**src/rv_pkg.sv**
```systemverilog
// RV32I core slice shared types
// Widths, unit and operation codes, opcodes
`default_nettype none

package rv_pkg;

    // Widths that carry a meaning
    typedef logic [31:0] word_t;         // Data word and pc
    typedef logic [4:0]  reg_addr_t;     // Register index
    typedef logic [3:0]  tag_t;          // Instruction tag
    typedef logic [1:0]  xu_t;           // Execution unit select
    typedef logic [2:0]  op_t;           // Operation within a unit
    typedef logic [31:0] reg_mask_t;     // One-hot register mask

    // Execution units
    localparam xu_t XU_BYPASS  = 2'd0;   // Operand B straight through
    localparam xu_t XU_ADDER   = 2'd1;
    localparam xu_t XU_LOGICAL = 2'd2;
    localparam xu_t XU_SHIFTER = 2'd3;

    // Adder operations
    localparam op_t OP_ADD  = 3'd0;
    localparam op_t OP_SUB  = 3'd1;
    localparam op_t OP_SLTU = 3'd2;
    localparam op_t OP_SLT  = 3'd3;

    // Logical operations, same codes reused per unit
    localparam op_t OP_XOR = 3'd0;
    localparam op_t OP_OR  = 3'd1;
    localparam op_t OP_AND = 3'd2;

    // Shifter operations
    localparam op_t OP_SLL = 3'd0;
    localparam op_t OP_SRL = 3'd1;
    localparam op_t OP_SRA = 3'd2;

    // Major opcodes
    localparam logic [6:0] OPC_OP     = 7'b0110011;
    localparam logic [6:0] OPC_OP_IMM = 7'b0010011;
    localparam logic [6:0] OPC_LUI    = 7'b0110111;
    localparam logic [6:0] OPC_AUIPC  = 7'b0010111;

    // funct3 and funct7 fields of OP and OP-IMM
    localparam logic [2:0] F3_ADD_SUB = 3'b000;
    localparam logic [2:0] F3_SLL     = 3'b001;
    localparam logic [2:0] F3_SLT     = 3'b010;
    localparam logic [2:0] F3_SLTU    = 3'b011;
    localparam logic [2:0] F3_XOR     = 3'b100;
    localparam logic [2:0] F3_SRL_SRA = 3'b101;
    localparam logic [2:0] F3_OR      = 3'b110;
    localparam logic [2:0] F3_AND     = 3'b111;
    localparam logic [6:0] F7_BASE    = 7'b0000000;
    localparam logic [6:0] F7_ALT     = 7'b0100000;   // SUB and SRA

    // Pipeline
    localparam int LOCK_DEPTH = 2;       // Cycles a destination stays locked
    localparam int NUM_REGS   = 32;

endpackage

`default_nettype wire

```
**src/decoder.sv**
```systemverilog
// Decode stage
// Operand select, register lock queue, bubbles
`timescale 1ns/1ps
`default_nettype none

module decoder (
    input  logic              clk,
    input  logic              reset,
    input  logic              instr_valid,
    output logic              instr_ready,
    input  rv_pkg::word_t     instr,
    input  rv_pkg::word_t     instr_pc,
    input  rv_pkg::tag_t      instr_tag,
    output rv_pkg::reg_addr_t rs1_addr,
    output rv_pkg::reg_addr_t rs2_addr,
    input  rv_pkg::word_t     rs1_data,
    input  rv_pkg::word_t     rs2_data,
    output logic              dec_valid,
    output rv_pkg::xu_t       dec_xu,
    output rv_pkg::op_t       dec_op,
    output rv_pkg::word_t     dec_opa,
    output rv_pkg::word_t     dec_opb,
    output rv_pkg::reg_addr_t dec_rd,
    output logic              dec_we,
    output logic              dec_illegal,
    output rv_pkg::tag_t      dec_tag
);
    import rv_pkg::*;

    logic [6:0] opcode;
    logic [2:0] funct3;
    logic [6:0] funct7;
    reg_addr_t  rd;
    word_t      imm_i;
    word_t      imm_u;
    logic       is_op;
    logic       is_op_imm;
    logic       is_lui;
    logic       is_auipc;
    logic       is_zero;
    logic       legal;
    logic       we_int;
    logic       accept;
    xu_t        xu;
    op_t        op;
    word_t      opa;
    word_t      opb;
    reg_mask_t  rd_mask;
    reg_mask_t  target;
    reg_mask_t  lock_mask;
    reg_mask_t  lock_queue [LOCK_DEPTH];

    assign opcode    = instr[6:0];
    assign funct3    = instr[14:12];
    assign funct7    = instr[31:25];
    assign rd        = instr[11:7];
    assign rs1_addr  = instr[19:15];     // Straight to the register bank
    assign rs2_addr  = instr[24:20];

    assign is_op     = (opcode == OPC_OP);
    assign is_op_imm = (opcode == OPC_OP_IMM);
    assign is_lui    = (opcode == OPC_LUI);
    assign is_auipc  = (opcode == OPC_AUIPC);
    assign is_zero   = (instr == '0);    // All-zero word taken as NOP

    assign imm_i = {{20{instr[31]}}, instr[31:20]};   // Sign-extended I immediate
    assign imm_u = {instr[31:12], 12'h000};

    // Legality, unit and operation
    always_comb begin
        xu    = XU_BYPASS;
        op    = OP_ADD;
        legal = 1'b0;
        if (is_op) begin
            legal = (funct7 == F7_BASE) ||
                    ((funct7 == F7_ALT) && (funct3 == F3_ADD_SUB || funct3 == F3_SRL_SRA));
        end else if (is_op_imm) begin
            case (funct3)
                F3_SLL:     legal = (funct7 == F7_BASE);
                F3_SRL_SRA: legal = (funct7 == F7_BASE) || (funct7 == F7_ALT);
                default:    legal = 1'b1;
            endcase
        end else begin
            legal = is_lui || is_auipc || is_zero;
        end

        if (is_op || is_op_imm) begin
            case (funct3)
                F3_ADD_SUB: begin
                    xu = XU_ADDER;
                    op = (is_op && funct7 == F7_ALT) ? OP_SUB : OP_ADD;  // No SUBI
                end
                F3_SLT:     begin xu = XU_ADDER;   op = OP_SLT;  end
                F3_SLTU:    begin xu = XU_ADDER;   op = OP_SLTU; end
                F3_XOR:     begin xu = XU_LOGICAL; op = OP_XOR;  end
                F3_OR:      begin xu = XU_LOGICAL; op = OP_OR;   end
                F3_AND:     begin xu = XU_LOGICAL; op = OP_AND;  end
                F3_SLL:     begin xu = XU_SHIFTER; op = OP_SLL;  end
                default: begin                                   // SRL or SRA
                    xu = XU_SHIFTER;
                    op = (funct7 == F7_ALT) ? OP_SRA : OP_SRL;
                end
            endcase
        end else if (is_auipc) begin
            xu = XU_ADDER;                   // pc plus U immediate
            op = OP_ADD;
        end
    end

    // Operand select
    always_comb begin
        if (is_auipc)
            opa = instr_pc;
        else if (is_lui)
            opa = '0;
        else
            opa = rs1_data;

        if (is_op)
            opb = rs2_data;
        else if (is_lui || is_auipc)
            opb = imm_u;                     // LUI goes through bypass
        else
            opb = imm_i;                     // Also zero for the all-zero NOP
    end

    // Illegal words and x0 targets never write
    assign we_int  = legal && (rd != '0);
    assign rd_mask = we_int ? (reg_mask_t'(1) << rd) : '0;

    // Hazard check against pending writes
    always_comb begin
        lock_mask = '0;
        for (int i = 0; i < LOCK_DEPTH; i++)
            lock_mask = lock_mask | lock_queue[i];
    end

    assign instr_ready = !(lock_mask[rs1_addr] || lock_mask[rs2_addr]);
    assign accept      = instr_valid && instr_ready;
    assign target      = accept ? rd_mask : '0;   // Bubble pushes an empty mask

    // Register lock queue
    always_ff @(posedge clk or negedge reset) begin
        if (!reset) begin
            for (int i = 0; i < LOCK_DEPTH; i++)
                lock_queue[i] <= '0;
        end else begin
            for (int i = 1; i < LOCK_DEPTH; i++)
                lock_queue[i] <= lock_queue[i-1];     // Age pending writes
            lock_queue[0] <= target;
        end
    end

    // Decode output registers, control part
    always_ff @(posedge clk or negedge reset) begin
        if (!reset) begin
            dec_valid   <= 1'b0;
            dec_we      <= 1'b0;
            dec_illegal <= 1'b0;
        end else begin
            dec_valid   <= accept;                    // Low means bubble
            dec_we      <= accept && we_int;
            dec_illegal <= accept && !legal;
        end
    end

    // Payload, loaded only on accept
    always_ff @(posedge clk) begin
        if (accept) begin
            dec_xu  <= xu;
            dec_op  <= op;
            dec_opa <= opa;
            dec_opb <= opb;
            dec_rd  <= rd;
            dec_tag <= instr_tag;
        end
    end

endmodule

`default_nettype wire

```
**src/execute.sv**
```systemverilog
// Execute stage
// Adder, logical and shifter units
`timescale 1ns/1ps
`default_nettype none

module execute (
    input  logic              clk,
    input  logic              reset,
    input  logic              dec_valid,
    input  rv_pkg::xu_t       dec_xu,
    input  rv_pkg::op_t       dec_op,
    input  rv_pkg::word_t     dec_opa,
    input  rv_pkg::word_t     dec_opb,
    input  rv_pkg::reg_addr_t dec_rd,
    input  logic              dec_we,
    input  logic              dec_illegal,
    input  rv_pkg::tag_t      dec_tag,
    output logic              ex_valid,
    output rv_pkg::word_t     ex_result,
    output rv_pkg::reg_addr_t ex_rd,
    output logic              ex_we,
    output logic              ex_illegal,
    output rv_pkg::tag_t      ex_tag
);
    import rv_pkg::*;

    word_t      adder_res;
    word_t      logic_res;
    word_t      shift_res;
    word_t      result;
    logic [4:0] shamt;

    assign shamt = dec_opb[4:0];            // Only low five bits shift

    always_comb begin
        case (dec_op)
            OP_ADD:  adder_res = dec_opa + dec_opb;
            OP_SUB:  adder_res = dec_opa - dec_opb;
            OP_SLT:  adder_res = {31'b0, $signed(dec_opa) < $signed(dec_opb)};
            OP_SLTU: adder_res = {31'b0, dec_opa < dec_opb};
            default: adder_res = '0;
        endcase

        case (dec_op)
            OP_XOR:  logic_res = dec_opa ^ dec_opb;
            OP_OR:   logic_res = dec_opa | dec_opb;
            OP_AND:  logic_res = dec_opa & dec_opb;
            default: logic_res = '0;
        endcase

        case (dec_op)
            OP_SLL:  shift_res = dec_opa << shamt;
            OP_SRL:  shift_res = dec_opa >> shamt;
            OP_SRA:  shift_res = word_t'($signed(dec_opa) >>> shamt);   // Sign fill
            default: shift_res = '0;
        endcase

        case (dec_xu)
            XU_ADDER:   result = adder_res;
            XU_LOGICAL: result = logic_res;
            XU_SHIFTER: result = shift_res;
            default:    result = dec_opb;   // Bypass, LUI value
        endcase
    end

    always_ff @(posedge clk or negedge reset) begin
        if (!reset) begin
            ex_valid   <= 1'b0;
            ex_we      <= 1'b0;
            ex_illegal <= 1'b0;
        end else begin
            ex_valid   <= dec_valid;
            ex_we      <= dec_valid && dec_we;
            ex_illegal <= dec_valid && dec_illegal;
        end
    end

    always_ff @(posedge clk) begin
        if (dec_valid) begin
            ex_result <= result;
            ex_rd     <= dec_rd;
            ex_tag    <= dec_tag;
        end
    end

endmodule

`default_nettype wire

```
**src/retire.sv**
```systemverilog
// Retire stage
// Register bank and retire report
`timescale 1ns/1ps
`default_nettype none

module retire (
    input  logic              clk,
    input  logic              reset,
    input  rv_pkg::reg_addr_t rs1_addr,
    input  rv_pkg::reg_addr_t rs2_addr,
    output rv_pkg::word_t     rs1_data,
    output rv_pkg::word_t     rs2_data,
    input  logic              ex_valid,
    input  rv_pkg::word_t     ex_result,
    input  rv_pkg::reg_addr_t ex_rd,
    input  logic              ex_we,
    input  logic              ex_illegal,
    input  rv_pkg::tag_t      ex_tag,
    output logic              retire_valid,
    output rv_pkg::reg_addr_t retire_rd,
    output rv_pkg::word_t     retire_data,
    output logic              retire_illegal,
    output rv_pkg::tag_t      retire_tag
);
    import rv_pkg::*;

    word_t bank [1:NUM_REGS-1];             // x0 has no storage

    // Asynchronous read ports, x0 reads zero
    assign rs1_data = (rs1_addr == '0) ? '0 : bank[rs1_addr];
    assign rs2_data = (rs2_addr == '0) ? '0 : bank[rs2_addr];

    always_ff @(posedge clk or negedge reset) begin
        if (!reset) begin
            for (int i = 1; i < NUM_REGS; i++)
                bank[i] <= '0;
        end else if (ex_valid && ex_we && ex_rd != '0) begin
            bank[ex_rd] <= ex_result;
        end
    end

    always_ff @(posedge clk or negedge reset) begin
        if (!reset) begin
            retire_valid   <= 1'b0;
            retire_illegal <= 1'b0;
        end else begin
            retire_valid   <= ex_valid;     // Legal or not, every result reports
            retire_illegal <= ex_valid && ex_illegal;
        end
    end

    always_ff @(posedge clk) begin
        if (ex_valid) begin
            retire_rd   <= ex_rd;
            retire_data <= ex_illegal ? '0 : ex_result;
            retire_tag  <= ex_tag;
        end
    end

endmodule

`default_nettype wire

```
**src/rv_core.sv**
```systemverilog
// RV32I core slice top level
`timescale 1ns/1ps
`default_nettype none

module rv_core (
    input  logic              clk,
    input  logic              reset,
    input  logic              instr_valid,
    output logic              instr_ready,
    input  rv_pkg::word_t     instr,
    input  rv_pkg::word_t     instr_pc,
    input  rv_pkg::tag_t      instr_tag,
    output logic              retire_valid,
    output rv_pkg::reg_addr_t retire_rd,
    output rv_pkg::word_t     retire_data,
    output logic              retire_illegal,
    output rv_pkg::tag_t      retire_tag
);
    import rv_pkg::*;

    reg_addr_t rs1_addr;
    reg_addr_t rs2_addr;
    word_t     rs1_data;
    word_t     rs2_data;

    logic      dec_valid;                   // Decode to execute
    xu_t       dec_xu;
    op_t       dec_op;
    word_t     dec_opa;
    word_t     dec_opb;
    reg_addr_t dec_rd;
    logic      dec_we;
    logic      dec_illegal;
    tag_t      dec_tag;

    logic      ex_valid;                    // Execute to retire
    word_t     ex_result;
    reg_addr_t ex_rd;
    logic      ex_we;
    logic      ex_illegal;
    tag_t      ex_tag;

    decoder u_decoder (
        .clk, .reset,
        .instr_valid, .instr_ready, .instr, .instr_pc, .instr_tag,
        .rs1_addr, .rs2_addr, .rs1_data, .rs2_data,
        .dec_valid, .dec_xu, .dec_op, .dec_opa, .dec_opb,
        .dec_rd, .dec_we, .dec_illegal, .dec_tag
    );

    execute u_execute (
        .clk, .reset,
        .dec_valid, .dec_xu, .dec_op, .dec_opa, .dec_opb,
        .dec_rd, .dec_we, .dec_illegal, .dec_tag,
        .ex_valid, .ex_result, .ex_rd, .ex_we, .ex_illegal, .ex_tag
    );

    retire u_retire (
        .clk, .reset,
        .rs1_addr, .rs2_addr, .rs1_data, .rs2_data,
        .ex_valid, .ex_result, .ex_rd, .ex_we, .ex_illegal, .ex_tag,
        .retire_valid, .retire_rd, .retire_data, .retire_illegal, .retire_tag
    );

endmodule

`default_nettype wire

```
**config.mk**
```make
export PLATFORM = sky130hd
export DESIGN_NAME = rv_core
export DESIGN_NICKNAME = d
export VERILOG_FILES = /design/src/rv_pkg.sv /design/src/decoder.sv /design/src/execute.sv /design/src/retire.sv /design/src/rv_core.sv
export SDC_FILE = /design/constraint.sdc
export NUM_CORES = 2
export LEC_CHECK = 0
export BUFFER_PORTS_ARGS = -buffer_cell sky130_fd_sc_hd__buf_2
export CAP_MARGIN = 20
export CORE_MARGIN = 4
export CORE_UTILIZATION = 60
export DETAILED_ROUTE_END_ITERATION = 12
export PLACE_DENSITY = 0.85
export SLEW_MARGIN = 40
export SYNTH_ARGS = -nofsm -noshare
export SYNTH_HDL_FRONTEND = slang
export SYNTH_SLANG_ARGS = --single-unit
```
**constraint.sdc**
```tcl
create_clock -name clk -period 7.1 [get_ports clk]
set_input_delay 0.355 -clock clk [delete_from_list [all_inputs] [get_ports clk]]
set_output_delay 0.355 -clock clk [all_outputs]
set_load 0.01 [all_outputs]
```
==> flow_metrics.env <==
export IMPL_status="finished, final reports clean"
export IMPL_fin_skew_ps=36.6
export IMPL_cts_sinks=1223
export IMPL_clk_path_buf_depth=3
export IMPL_postSynthCellCount=5157
export IMPL_drive_gt1_frac=0.426
export IMPL_routed_wl_um=234000
export IMPL_wire_per_inst_um=34.9
export IMPL_placed_cells=6441
export IMPL_grt_max_degree=163
export IMPL_vias=50800
export IMPL_via_per_inst=7.57
export IMPL_vdd_drop_max_mv=0.213
export IMPL_gp_congestion=1.04
export IMPL_drt_iter0_drc=6913
export IMPL_ctsHtreeMaxLevel=3
export IMPL_whs_ps=52.0
export IMPL_fin_util=0.666
export IMPL_drc=0
export IMPL_slowest_delay_ps=570
export IMPL_dp_slack_ps=2790
export IMPL_track_usage=0.380
export IMPL_synthArstFlopShare=0.870
export IMPL_cp_common_cell="buf_4"
export IMPL_rsz0062_at_grt="no"
export IMPL_first_pass_iters=7
export IMPL_period_share=0.614
export IMPL_die_y_um=351
export IMPL_num_nets_final=5258
export IMPL_critPathMaxFanout=42
export IMPL_path_cells="buf_4 -> buf_4 -> fa_1 -> o21bai_1 -> a2111oi_2 -> nor3b_1 -> o211ai_1 -> a31oi_1 -> a311oi_1 -> a21oi_1 -> o31ai_1"
export IMPL_cp_num_buf_inv=2
export IMPL_synthFlopType="dfrtp_1"
export IMPL_timing_final_ws_setup_ps=2740
export IMPL_post_cts_resized=0
export IMPL_final_setup_viol_count=0
export IMPL_avgSynthCellArea_um2=13.7
export IMPL_fmax_mhz=229
export IMPL_holdCritPathClass="input pin to register"
export IMPL_relSlewSlack=0.338
export IMPL_syn_nets=5332
export IMPL_area_delta_synth_final_pct=10.0
export IMPL_die_area_um2=123000
export IMPL_root_buffer="clkbuf_16"
export IMPL_io_pins=115
export IMPL_grt_overflow_total=0
export IMPL_crit_family="compound AO/OA/AOI/OAI gates"
export IMPL_syn_area_um2=70400
export IMPL_portBuffers=114
export IMPL_power_leakage_nw=34.3
export IMPL_hold_viol_final=0
export IMPL_synth_seq_cells=1223
export IMPL_synth_distinct_cells=85
export IMPL_crit_type="register to register"
export IMPL_num_rows=125
export IMPL_stdcell_count=6711
export IMPL_insertion_delay_ps=750
export IMPL_critPathArrivalTime_ps=4920
export IMPL_crit_slowest_cell="a2111oi_2"
export IMPL_die_w_um=351
export IMPL_cp_start_kind="register"
export IMPL_end_kind="register"
export IMPL_cp_required_ps=7660
export IMPL_coreArea_um2=116000
export IMPL_grt_pass1_wl_um=344000
export IMPL_setup_tns_ps=0
export IMPL_mostFrequentLayoutCell="dfrtp_1"
export IMPL_fin_crit_ps=4360
export IMPL_slew_violations=0
export IMPL_grt_antenna_before_repair=10
export IMPL_maxCapViolCount=0
export IMPL_clk_pin_slew_ps=60
export IMPL_timing_worst_slew_pin_value_ps=993
export IMPL_yosys_warnings=0
export IMPL_drtAntennaViolNets=0
export IMPL_post_cts_buffers=0
export IMPL_grt_pass1_vias=51700
export IMPL_cts_buffers=119
export IMPL_start_util=0.605
export IMPL_synth_seq_area_share=0.446
export IMPL_place_hpwl_um=141000
export IMPL_layout_common_cells="1061 x dfrtp_1, 1039 x mux2_2, 621 x mux4_2"
export IMPL_tritoncts="done"
export IMPL_power_density_nw_per_um2=202
export IMPL_synth_edf_count=159
Yosys cell counts (6+ instances only):
cell type	n	area, um2
o31ai_1	19	143
dfrtp_1	1064	26600
or2_2	7	43.8
edfxtp_1	159	4770
o221ai_1	16	140
a21oi_1	208	1040
a22o_1	34	298
nor2_1	227	852
and2_1	11	68.8
nor4_1	15	93.8
a21o_1	13	97.6
or4_1	6	45.0
o21ai_0	159	796
nand3_1	32	160
nor2b_1	61	382
o32ai_1	9	78.8
a221oi_1	13	114
inv_1	97	364
nand2_1	187	702
a211o_1	11	96.3
mux2i_1	160	1600
a31oi_1	20	125
mux2_2	1039	11700
o21a_1	9	67.6
ha_1	102	1280
nand2b_1	22	138
o211ai_1	27	203
buf_2	87	435
a22oi_1	16	120
nor3_1	40	200
a2111oi_0	7	61.3
buf_4	13	97.6
o22ai_1	46	288
clkbuf_1	341	1280
a211oi_1	44	330
o21bai_1	8	60.1
mux4_2	621	14000
xnor2_1	26	228
buf_1	56	210
registers in the layout, indices dropped and copies added (netlist names), 5 cells and up:
register / cells
u_retire.bank: 992
u_decoder.lock_queue: 64
u_decoder.dec_opa: 32
u_decoder.dec_opb: 32
u_execute.ex_result: 32
u_retire.retire_data: 32
u_decoder.dec_rd: 5
u_execute.ex_rd: 5
u_retire.retire_rd: 5
where the power goes:
part	switching (W)	leakage [nW]	internal [W]
clock	0.00291	2.01	0.00371
sequential	0.000123	16.4	0.00719
combinational	0.00115	15.9	0.000597
stage by stage:
| stage | total power (W) | area (um2) |
|---|---|---|
| after floorplan | 0.00844 | 70400 |
| after global placement | 0.00905 | 72000 |
| after detailed placement | 0.00911 | 72800 |
| after CTS | 0.0156 | 77200 |
| after global routing | 0.0161 | 77500 |
| final | 0.0157 | 77500 |
per-layer routing:
| metal | global-route usage | vias to the layer above | routed length [um] |
|---|---|---|---|
| met4 | 0.228 | 6 | 15200 |
| met3 | 0.121 | 965 | 31400 |
| met5 | 0 | - | 37 |
| li1 | - | 19600 | - |
| met2 | 0.570 | 4025 | 107000 |
| met1 | 0.489 | 26100 | 80600 |
worst paths after layout:
path | depth (start not counted) | from | slack [ps] | endpoint
setup / recovery | 11 | u_decoder.dec_opb[1]$_DFFE_PP_ | 2740 | u_execute.ex_result[0]$_DFFE_PP_
max in group asynchronous | 5 | reset | 5100 | u_retire.bank[10]$_DFFE_PN0P_
hold / removal | 3 | instr_pc[13] | 50 | u_decoder.dec_opa[13]$_DFFE_PP_
setup reg to reg | 11 | u_decoder.dec_opb[1]$_DFFE_PP_ | 2740 | u_execute.ex_result[0]$_DFFE_PP_
hold reg to reg | 0 | u_decoder.lock_queue[45]$_DFF_PN0_ | 370 | u_decoder.lock_queue[13]$_DFF_PN0_
min in group asynchronous | 2 | reset | 180 | u_retire.bank[438]$_DFFE_PN0P_
final cells by class:
class	instances	area (um2)
Sequential cell	1223	31400
Multi-Input combinational cell	3331	36900
Tap cell	1524	1910
Fill cell	7593	38900
Timing Repair Buffer	308	2860
Clock buffer	182	3670
Clock inverter	40	400
Inverter	100	379
Antenna cell	3	7.51
worst min-delay path: cells and delay by family:
kind	cells	cell delay [ps]
compound gates	1	150
buf+inv	1	80
simple gates	1	50
cell families after synthesis:
family	synth area share
flip-flops	0.446
AND/OR/NAND/NOR	0.0434
AO/OA/AOI/OAI	0.0659
adder cells (fa/ha/maj)	0.0187
XOR/XNOR	0.00373
multiplexers	0.387
other	0.0000532
buffers and inverters	0.0349
what timing repair did:
action,CTS,global route
hold buffers,34,0
setup endpoints to repair,0,0
endpoints found under the hold margin,143,0
No activity file was read; power rests on OpenSTA's default activity.
